==> config.mk <==
export PLATFORM = sky130hd
export DESIGN_NAME = backend_top
export DESIGN_NICKNAME = d
export VERILOG_FILES = /design/src/logic/isa_pkg.sv /design/src/logic/pipeline_pkg.sv /design/src/logic/backend_top.sv /design/src/logic/ctrl.sv /design/src/logic/decoder.sv /design/src/logic/dispatch.sv /design/src/logic/execute.sv /design/src/logic/regfile.sv
export SDC_FILE = /design/constraint.sdc
export NUM_CORES = 2
export LEC_CHECK = 0
export BUFFER_PORTS_ARGS = -buffer_cell sky130_fd_sc_hd__buf_2
export CAP_MARGIN = 25
export CORE_MARGIN = 8
export CORE_UTILIZATION = 30
export CTS_CLUSTER_SIZE = 40
export DETAILED_ROUTE_END_ITERATION = 16
export PLACE_DENSITY_LB_ADDON = 0.05
export RECOVER_POWER = 25
export SLEW_MARGIN = 20
export SYNTH_ARGS = -nofsm -noshare
export SYNTH_HDL_FRONTEND = slang
export SYNTH_SLANG_ARGS = --single-unit
==> constraint.sdc <==
create_clock -name clk -period 44.9 [get_ports clk]
set_clock_uncertainty 0.2 [all_clocks]
set_input_delay 6.735 -clock clk [delete_from_list [all_inputs] [get_ports clk]]
set_output_delay 6.735 -clock clk [all_outputs]
set_load 0.1 [all_outputs]
==> src/logic/isa_pkg.sv <==
`default_nettype none

package isa_pkg;

    typedef logic [4:0] reg_addr_t;
    typedef logic [31:0] word_t;

    typedef enum logic [3:0] {
        ALU_ADD = 4'd0,
        ALU_SUB = 4'd1,
        ALU_AND = 4'd2,
        ALU_OR  = 4'd3,
        ALU_XOR = 4'd4,
        ALU_SLT = 4'd5,
        ALU_LUI = 4'd6,
        ALU_BEQ = 4'd7,
        ALU_BNE = 4'd8
    } alu_op_t;

    // 3R format matched on inst[31:15]
    localparam logic [16:0] OP_ADD_W = 17'h00020;
    localparam logic [16:0] OP_SUB_W = 17'h00022;
    localparam logic [16:0] OP_SLT   = 17'h00024;
    localparam logic [16:0] OP_AND   = 17'h00029;
    localparam logic [16:0] OP_OR    = 17'h0002a;
    localparam logic [16:0] OP_XOR   = 17'h0002b;

    // 2RI12, 1RI20 and 2RI16 formats
    localparam logic [9:0] OP_ADDI_W  = 10'h00a;
    localparam logic [6:0] OP_LU12I_W = 7'h0a;
    localparam logic [5:0] OP_BEQ     = 6'h16;
    localparam logic [5:0] OP_BNE     = 6'h17;

endpackage

`default_nettype wire

==> src/logic/pipeline_pkg.sv <==
`default_nettype none

package pipeline_pkg;

    typedef struct packed {
        isa_pkg::word_t pc;
        isa_pkg::word_t inst;
    } inst_in_t;

    typedef struct packed {
        logic               valid;
        isa_pkg::word_t     pc;
        isa_pkg::alu_op_t   alu_op;
        isa_pkg::reg_addr_t rj;
        // rk for 3R ops, rd for branches
        isa_pkg::reg_addr_t rk_or_rd;
        isa_pkg::reg_addr_t rd;
        isa_pkg::word_t     imm;
        logic               use_imm;
        logic               writes_rd;
    } dispatch_rec_t;

    typedef struct packed {
        logic               valid;
        isa_pkg::word_t     pc;
        isa_pkg::alu_op_t   alu_op;
        isa_pkg::word_t     op_a;
        isa_pkg::word_t     op_b;
        isa_pkg::word_t     offset;
        isa_pkg::reg_addr_t rd;
        logic               writes_rd;
    } issue_rec_t;

    typedef struct packed {
        logic               valid;
        isa_pkg::word_t     pc;
        isa_pkg::reg_addr_t rd;
        logic               writes_rd;
        isa_pkg::word_t     data;
        logic               is_branch;
        logic               taken;
    } result_rec_t;

    typedef struct packed {
        logic               valid;
        isa_pkg::reg_addr_t rd;
        isa_pkg::word_t     data;
    } forward_t;

    typedef struct packed {
        logic               valid;
        isa_pkg::word_t     pc;
        isa_pkg::reg_addr_t rd;
        logic               writes_rd;
        isa_pkg::word_t     data;
    } commit_t;

    typedef struct packed {
        logic           valid;
        isa_pkg::word_t target;
    } redirect_t;

endpackage

`default_nettype wire

==> src/logic/backend_top.sv <==
`timescale 1ns/10ps
`default_nettype none

module backend_top (
    input  wire                         clk,
    input  wire                         rst_i,
    input  wire                         inst_req_i,
    input  wire pipeline_pkg::inst_in_t inst_i,
    output logic                        inst_ack_o,
    output pipeline_pkg::commit_t       commit_o,
    output pipeline_pkg::redirect_t     redirect_o
);

    pipeline_pkg::dispatch_rec_t dispatch_rec;
    pipeline_pkg::issue_rec_t issue_rec;
    pipeline_pkg::result_rec_t result_rec;
    pipeline_pkg::forward_t ex_fwd;
    pipeline_pkg::forward_t wb_fwd;

    isa_pkg::reg_addr_t rf_raddr_a;
    isa_pkg::reg_addr_t rf_raddr_b;
    isa_pkg::word_t rf_rdata_a;
    isa_pkg::word_t rf_rdata_b;
    logic rf_we;
    isa_pkg::reg_addr_t rf_waddr;
    isa_pkg::word_t rf_wdata;

    logic decode_stall;
    logic dispatch_branch;
    logic issue_branch;

    // branch flags for the stall
    assign dispatch_branch = dispatch_rec.valid &&
                             (dispatch_rec.alu_op inside {isa_pkg::ALU_BEQ, isa_pkg::ALU_BNE});
    assign issue_branch = issue_rec.valid &&
                          (issue_rec.alu_op inside {isa_pkg::ALU_BEQ, isa_pkg::ALU_BNE});

    decoder u_decoder (
        .clk,
        .rst_i,
        .inst_req_i,
        .inst_i,
        .decode_stall_i(decode_stall),
        .inst_ack_o,
        .dispatch_o(dispatch_rec)
    );

    dispatch u_dispatch (
        .clk,
        .rst_i,
        .dispatch_i(dispatch_rec),
        .ex_fwd_i(ex_fwd),
        .wb_fwd_i(wb_fwd),
        .rf_raddr_a_o(rf_raddr_a),
        .rf_raddr_b_o(rf_raddr_b),
        .rf_rdata_a_i(rf_rdata_a),
        .rf_rdata_b_i(rf_rdata_b),
        .issue_o(issue_rec)
    );

    execute u_execute (
        .clk,
        .rst_i,
        .issue_i(issue_rec),
        .result_o(result_rec),
        .ex_fwd_o(ex_fwd)
    );

    regfile u_regfile (
        .clk,
        .rst_i,
        .we_i(rf_we),
        .waddr_i(rf_waddr),
        .wdata_i(rf_wdata),
        .raddr_a_i(rf_raddr_a),
        .raddr_b_i(rf_raddr_b),
        .rdata_a_o(rf_rdata_a),
        .rdata_b_o(rf_rdata_b)
    );

    ctrl u_ctrl (
        .clk,
        .rst_i,
        .result_i(result_rec),
        .dispatch_valid_branch_i(dispatch_branch),
        .issue_valid_branch_i(issue_branch),
        .decode_stall_o(decode_stall),
        .rf_we_o(rf_we),
        .rf_waddr_o(rf_waddr),
        .rf_wdata_o(rf_wdata),
        .wb_fwd_o(wb_fwd),
        .commit_o,
        .redirect_o
    );

endmodule

`default_nettype wire

==> src/logic/ctrl.sv <==
`timescale 1ns/10ps
`default_nettype none

module ctrl (
    input  wire                            clk,
    input  wire                            rst_i,
    input  wire pipeline_pkg::result_rec_t result_i,
    input  wire                            dispatch_valid_branch_i,
    input  wire                            issue_valid_branch_i,
    output logic                           decode_stall_o,
    output logic                           rf_we_o,
    output isa_pkg::reg_addr_t             rf_waddr_o,
    output isa_pkg::word_t                 rf_wdata_o,
    output pipeline_pkg::forward_t         wb_fwd_o,
    output pipeline_pkg::commit_t          commit_o,
    output pipeline_pkg::redirect_t        redirect_o
);

    // any branch between decode and the result register holds intake
    assign decode_stall_o = dispatch_valid_branch_i || issue_valid_branch_i ||
                            (result_i.valid && result_i.is_branch);

    always_ff @(posedge clk) begin
        if (rst_i) begin
            commit_o.valid <= 1'b0;
            redirect_o.valid <= 1'b0;
        end else begin
            commit_o.valid <= result_i.valid;
            commit_o.pc <= result_i.pc;
            commit_o.rd <= result_i.rd;
            commit_o.writes_rd <= result_i.writes_rd;
            commit_o.data <= result_i.data;
            redirect_o.valid <= result_i.valid && result_i.is_branch && result_i.taken;
            redirect_o.target <= result_i.data;
        end
    end

    // writeback from the commit register
    assign rf_we_o = commit_o.valid && commit_o.writes_rd && (commit_o.rd != '0);
    assign rf_waddr_o = commit_o.rd;
    assign rf_wdata_o = commit_o.data;
    assign wb_fwd_o = pipeline_pkg::forward_t'{valid: rf_we_o, rd: rf_waddr_o, data: rf_wdata_o};

    // nothing from the wrong path right behind a taken branch
    no_commit_after_redirect : assert property (@(posedge clk) disable iff (rst_i)
        redirect_o.valid |=> !commit_o.valid);

endmodule

`default_nettype wire

==> src/logic/decoder.sv <==
`timescale 1ns/10ps
`default_nettype none

module decoder (
    input  wire                         clk,
    input  wire                         rst_i,
    input  wire                         inst_req_i,
    input  wire pipeline_pkg::inst_in_t inst_i,
    input  wire                         decode_stall_i,
    output logic                        inst_ack_o,
    output pipeline_pkg::dispatch_rec_t dispatch_o
);

    logic accept;
    isa_pkg::word_t word;
    pipeline_pkg::dispatch_rec_t dec;

    // only from an idle handshake
    assign accept = inst_req_i && !inst_ack_o && !decode_stall_i;
    assign word = inst_i.inst;

    always_comb begin
        dec = '0;
        dec.valid = accept;
        dec.pc = inst_i.pc;
        dec.alu_op = isa_pkg::ALU_ADD;
        dec.rj = word[9:5];
        dec.rk_or_rd = word[14:10];
        dec.rd = word[4:0];
        dec.imm = {{20{word[21]}}, word[21:10]};
        if (word[31:22] == isa_pkg::OP_ADDI_W) begin
            dec.use_imm = 1'b1;
            dec.writes_rd = 1'b1;
        end else if (word[31:25] == isa_pkg::OP_LU12I_W) begin
            dec.alu_op = isa_pkg::ALU_LUI;
            dec.imm = {word[24:5], 12'h000};
            dec.use_imm = 1'b1;
            dec.writes_rd = 1'b1;
        end else if (word[31:26] == isa_pkg::OP_BEQ || word[31:26] == isa_pkg::OP_BNE) begin
            dec.alu_op = word[26] ? isa_pkg::ALU_BNE : isa_pkg::ALU_BEQ;
            // rj is compared against rd
            dec.rk_or_rd = word[4:0];
            dec.imm = {{14{word[25]}}, word[25:10], 2'b00};
        end else begin
            dec.writes_rd = 1'b1;
            case (word[31:15])
                isa_pkg::OP_ADD_W: dec.alu_op = isa_pkg::ALU_ADD;
                isa_pkg::OP_SUB_W: dec.alu_op = isa_pkg::ALU_SUB;
                isa_pkg::OP_SLT:   dec.alu_op = isa_pkg::ALU_SLT;
                isa_pkg::OP_AND:   dec.alu_op = isa_pkg::ALU_AND;
                isa_pkg::OP_OR:    dec.alu_op = isa_pkg::ALU_OR;
                isa_pkg::OP_XOR:   dec.alu_op = isa_pkg::ALU_XOR;
                // unknown word retires as a nop
                default:           dec.writes_rd = 1'b0;
            endcase
        end
    end

    always_ff @(posedge clk) begin
        if (rst_i) begin
            inst_ack_o <= 1'b0;
            dispatch_o.valid <= 1'b0;
        end else begin
            dispatch_o <= dec;
            if (accept) begin
                inst_ack_o <= 1'b1;
            end else if (!inst_req_i) begin
                inst_ack_o <= 1'b0;
            end
        end
    end

    // the source keeps req and the word steady until ack
    req_held_until_ack : assert property (@(posedge clk) disable iff (rst_i)
        (inst_req_i && !inst_ack_o) |=> (inst_req_i && $stable(inst_i)));

endmodule

`default_nettype wire

==> src/logic/dispatch.sv <==
`timescale 1ns/10ps
`default_nettype none

module dispatch (
    input  wire                              clk,
    input  wire                              rst_i,
    input  wire pipeline_pkg::dispatch_rec_t dispatch_i,
    input  wire pipeline_pkg::forward_t      ex_fwd_i,
    input  wire pipeline_pkg::forward_t      wb_fwd_i,
    output isa_pkg::reg_addr_t               rf_raddr_a_o,
    output isa_pkg::reg_addr_t               rf_raddr_b_o,
    input  wire isa_pkg::word_t              rf_rdata_a_i,
    input  wire isa_pkg::word_t              rf_rdata_b_i,
    output pipeline_pkg::issue_rec_t         issue_o
);

    isa_pkg::word_t src_a;
    isa_pkg::word_t src_b;

    // execute beats writeback beats regfile
    function automatic isa_pkg::word_t pick_operand(
        input isa_pkg::reg_addr_t     addr,
        input isa_pkg::word_t         rf_data,
        input pipeline_pkg::forward_t ex_fwd,
        input pipeline_pkg::forward_t wb_fwd
    );
        isa_pkg::word_t val;
        if (addr == '0) begin
            val = '0;
        end else if (ex_fwd.valid && ex_fwd.rd == addr) begin
            val = ex_fwd.data;
        end else if (wb_fwd.valid && wb_fwd.rd == addr) begin
            val = wb_fwd.data;
        end else begin
            val = rf_data;
        end
        return val;
    endfunction

    assign rf_raddr_a_o = dispatch_i.rj;
    assign rf_raddr_b_o = dispatch_i.rk_or_rd;

    assign src_a = pick_operand(dispatch_i.rj, rf_rdata_a_i, ex_fwd_i, wb_fwd_i);
    assign src_b = pick_operand(dispatch_i.rk_or_rd, rf_rdata_b_i, ex_fwd_i, wb_fwd_i);

    always_ff @(posedge clk) begin
        if (rst_i) begin
            issue_o.valid <= 1'b0;
        end else begin
            issue_o.valid <= dispatch_i.valid;
            issue_o.pc <= dispatch_i.pc;
            issue_o.alu_op <= dispatch_i.alu_op;
            issue_o.op_a <= src_a;
            // branches keep the register here and the imm as offset
            issue_o.op_b <= dispatch_i.use_imm ? dispatch_i.imm : src_b;
            issue_o.offset <= dispatch_i.imm;
            issue_o.rd <= dispatch_i.rd;
            issue_o.writes_rd <= dispatch_i.writes_rd;
        end
    end

endmodule

`default_nettype wire

==> src/logic/execute.sv <==
`timescale 1ns/10ps
`default_nettype none

module execute (
    input  wire                           clk,
    input  wire                           rst_i,
    input  wire pipeline_pkg::issue_rec_t issue_i,
    output pipeline_pkg::result_rec_t     result_o,
    output pipeline_pkg::forward_t        ex_fwd_o
);

    isa_pkg::word_t alu_res;
    isa_pkg::word_t target;
    logic operands_equal;
    logic is_branch;
    logic taken;

    always_comb begin
        operands_equal = (issue_i.op_a == issue_i.op_b);
        target = issue_i.pc + issue_i.offset;
        is_branch = 1'b0;
        taken = 1'b0;
        case (issue_i.alu_op)
            isa_pkg::ALU_ADD: alu_res = issue_i.op_a + issue_i.op_b;
            isa_pkg::ALU_SUB: alu_res = issue_i.op_a - issue_i.op_b;
            isa_pkg::ALU_AND: alu_res = issue_i.op_a & issue_i.op_b;
            isa_pkg::ALU_OR:  alu_res = issue_i.op_a | issue_i.op_b;
            isa_pkg::ALU_XOR: alu_res = issue_i.op_a ^ issue_i.op_b;
            isa_pkg::ALU_SLT: alu_res = {31'b0, $signed(issue_i.op_a) < $signed(issue_i.op_b)};
            isa_pkg::ALU_LUI: alu_res = issue_i.op_b;
            isa_pkg::ALU_BEQ: begin
                is_branch = 1'b1;
                taken = operands_equal;
                alu_res = target;
            end
            isa_pkg::ALU_BNE: begin
                is_branch = 1'b1;
                taken = !operands_equal;
                alu_res = target;
            end
            default: alu_res = issue_i.op_a + issue_i.op_b;
        endcase
    end

    always_ff @(posedge clk) begin
        if (rst_i) begin
            result_o.valid <= 1'b0;
        end else begin
            result_o.valid <= issue_i.valid;
            result_o.pc <= issue_i.pc;
            result_o.rd <= issue_i.rd;
            result_o.writes_rd <= issue_i.writes_rd;
            result_o.data <= alu_res;
            result_o.is_branch <= is_branch;
            result_o.taken <= taken;
        end
    end

    assign ex_fwd_o = pipeline_pkg::forward_t'{
        valid: result_o.valid && result_o.writes_rd,
        rd:    result_o.rd,
        data:  result_o.data
    };

    // the decoder must never mark a branch as writing rd
    branch_no_write : assert property (@(posedge clk) disable iff (rst_i)
        (result_o.valid && result_o.is_branch) |-> !result_o.writes_rd);

endmodule

`default_nettype wire

==> src/logic/regfile.sv <==
`timescale 1ns/10ps
`default_nettype none

module regfile (
    input  wire                     clk,
    input  wire                     rst_i,
    input  wire                     we_i,
    input  wire isa_pkg::reg_addr_t waddr_i,
    input  wire isa_pkg::word_t     wdata_i,
    input  wire isa_pkg::reg_addr_t raddr_a_i,
    input  wire isa_pkg::reg_addr_t raddr_b_i,
    output isa_pkg::word_t          rdata_a_o,
    output isa_pkg::word_t          rdata_b_o
);

    isa_pkg::word_t regs [32];

    // r0 is cleared at reset and never written
    always_ff @(posedge clk) begin
        if (rst_i) begin
            for (int i = 0; i < 32; i++) begin
                regs[i] <= '0;
            end
        end else if (we_i && waddr_i != '0) begin
            regs[waddr_i] <= wdata_i;
        end
    end

    assign rdata_a_o = regs[raddr_a_i];
    assign rdata_b_o = regs[raddr_b_i];

endmodule

`default_nettype wire

==> impl_metrics.toml <==
[outcome]
status = "finished with violations"
violations = "max-capacitance violations, max-slew violations"

[cts]
cts_hold_buf = 0
cts_buffers = 173
cts.sinks = 1405
clockBufferDepth = 3
tritoncts = "yes"
root_buffer = "clkbuf_16"
h-tree-depth = 4
insertion_delay_ps = 820
clk_pin_slew_ps = 60
postCtsSetupBuffers = 0
cts_resized = 0

[sta]
fin_crit_ps = 18640
fin_setup_tns_ps = 0
rsz0062_at_grt = "no"
tightestPinTransition_ps = 9590
slew_violations = 799
relSlewSlack = -5.39
max_freq_mhz = 53.6
min_period_over_period = 0.415
setup_violations = 0
finalHoldViolCount = 0

[route]
post-route-drc-count = 0
wl_um = 281000
dr.first_iter.drc_count = 4227
wl_per_cell_um = 32.4
ant_nets = 0
firstDrtPassIters = 6
via_per_inst = 5.30
vias = 46000

[power]
ir_drop_v = 0.0000422
cellPowerDensity_mw_per_mm2 = 43.1
power_frac_seq = 0.429
power_leakage_nw = 30.4
swShare = 0.307
internal_power_mw = 2.56
clock_power_share = 0.373
combPwrFrac = 0.197
switchingPower_mw = 1.13

[setup_path]
path_class = "input port to register"
crit_arrival_ps = 18870
cpMostUsedCell = "clkbuf_1"
crit_path_end_kind = "register"
max_stage_delay_ps = 6810
required_ps = 45130
crit_chain = "clkbuf_1 > clkinvlp_2 > clkbuf_1 > buf_4"
cp_max_fo = 177
critical_path.slowest_cell = "clkbuf_1"
crit_path_start_kind = "input port"

[logic_synthesis]
synth_ff_type = "edfxtp_1"
synth_cells = 5134
yosys_warnings = 0
ys_seq_area_frac = 0.559
synthTopCellsByArea = "edfxtp_1, mux4_2, and2_1"
synth_edf_count = 1389
syn_area_mm2 = 0.0752
synth-seq-cells = 1405
synth_top_area_frac = 0.554
synth_top_cell_by_area = "edfxtp_1"
avgSynthCellArea_um2 = 14.7
async_reset_ff_frac = 0
ys_types = 88

[global_route]
grt_use_total = 0.206
grt_pass1_vias = 46500
grt_overflow = 0
grt_max_degree = 178
grt_pass1_wl_um = 388000
grt_antenna_before_repair = 36

[place]
port_buffers = 171
gp_congestion = 0.842
place_inst = 8349
dp.final_hpwl_um = 178000

[min_path]
worstHoldPathType = "register to register"

[job]
drv_cap = 19

[floorplan]
io_pins = 172
dieHeight_um = 517
initial_core_util = 0.300
row_count = 184
coreArea_mm2 = 0.250
fp.dieArea_mm2 = 0.267
fp.dieW_um = 517

[layout]
fillers = 24200
finish.utilization = 0.342
drive_gt1_frac = 0.240
areaGrowthSynthToFinish_pct = 13.8
fin_nets = 5374
final_cells = 8685
[final cells by class]
cell class / count / area (um^2) / area share
clock buffers: 221 / 4550 / 0.0531
clock inverters: 95 / 870 / 0.0102
repair buffers: 332 / 2110 / 0.0246
flip-flops and latches: 1405 / 42100 / 0.491
multi-input cells: 3155 / 31400 / 0.367
well taps: 3348 / 4190 / 0.0489
inverters: 110 / 414 / 0.00484
diodes: 19 / 47.5 / 0.000555
[through the flow]
stage	power, mW	instance area [um^2]	worst slack, ps	hold WS (ps)
detailed placement	2.34	80300	34780	205
CTS	3.73	85800	35440	200
floorplan	2.06	75400	17920	200
finish	3.69	85600	26260	203
global placement	2.34	80300	34800	201
global route	3.82	85600	24820	209
[per-layer routing]
layer	up-vias	routed length, um	track usage
met2	1350	134000	0.339
li1	19900	-	-
met5	-	32	0
met3	367	14600	0.0299
met4	4	7310	0.0515
met1	24400	125000	0.288
[cells in the mapped netlist (7+ instances only)]
cell type,n
a211o_1,9
a211oi_1,18
a21o_1,44
a21oi_1,151
a221o_1,11
a221oi_1,27
a22o_1,11
a22oi_1,49
a31oi_1,18
and2_1,1007
and3_1,12
and4_1,7
buf_1,21
buf_2,65
buf_4,32
clkbuf_1,376
dfxtp_1,16
edfxtp_1,1389
ha_1,127
inv_1,109
mux2_2,10
mux2i_1,73
mux4_2,640
nand2_1,195
nand2b_1,15
nand3_1,41
nand3b_1,7
nand4_1,15
nor2_1,111
nor2b_1,20
nor3_1,33
nor4_1,18
nor4b_1,8
o211ai_1,51
o21a_1,20
o21ai_0,171
o21bai_1,14
o221ai_1,11
o31ai_1,16
or2_2,8
or3_1,13
xnor2_1,26
xor2_1,21
[state kept, by name, indices dropped and copies added, names as in the netlist, named ones only]
register and flops:
u_dispatch.issue_o 139, u_ctrl.rf_wdata_o 32, u_execute.result_o 36, u_ctrl.redirect_o 1
u_decoder.dispatch_o 86, u_execute.ex_fwd_o 37, u_ctrl.commit_o 34, u_ctrl.rf_waddr_o 5
u_regfile.regs 1024, u_decoder.inst_ack_o 1
[cell usage in the layout (no fill, tap or decap), drive strengths merged, types with 49 or more instances in the layout]
master / Yosys / final
a22oi: 49 / 49
mux2i: 73 / 73
o21ai: 172 / 172
and2: 1007 / 1007
clkinv: 1 / 74
edfxtp: 1389 / 1389
nor2: 111 / 111
o211ai: 51 / 51
clkbuf: 377 / 257
mux4: 640 / 640
nand2: 195 / 195
a21oi: 151 / 151
buf: 118 / 296
inv: 109 / 116
ha: 127 / 127
[worst paths after layout]
| check | from | to | slack (ps) | cells past startpoint |
|---|---|---|---|---|
| max reg2reg | register | u_dispatch.issue_o[49] | 36170 | 8 |
| max | rst_i | u_ctrl.rf_wdata_o[14] | 26260 | 4 |
| min | u_execute.result_o[56] | u_ctrl.commit_o[54] | 200 | 0 |
| min reg2reg | u_execute.result_o[56] | u_ctrl.commit_o[54] | 200 | 0 |
[cell families (layout without fill, tap and decap cells)]
family	Yosys count	count (layout)	synth area share
AOI/OAI and AO/OA	691	691	0.0609
and+or+nand+nor	1532	1532	0.117
adders and majority gates	130	130	0.0219
DFF	1405	1405	0.559
xor gates and xnor gates	47	47	0.00547
muxes	723	723	0.203
other	1	51	0.0000498
buffers and inverters	605	758	0.0329
[power by group through the flow]
| stage | clock, mW | sequential, mW | combinational, mW |
|---|---|---|---|
| floorplan | 0 | 1.63 | 0.434 |
| global placement | 0 | 1.61 | 0.728 |
| detailed placement | 0 | 1.61 | 0.729 |
| CTS | 1.42 | 1.58 | 0.731 |
| global route | 1.46 | 1.59 | 0.769 |
| finish | 1.38 | 1.58 | 0.727 |
[critical path, delay by kind of cell]
family	cells	cell delay, ps
buffers and inverters	4	11680
Power figures use the tool's default switching activity.
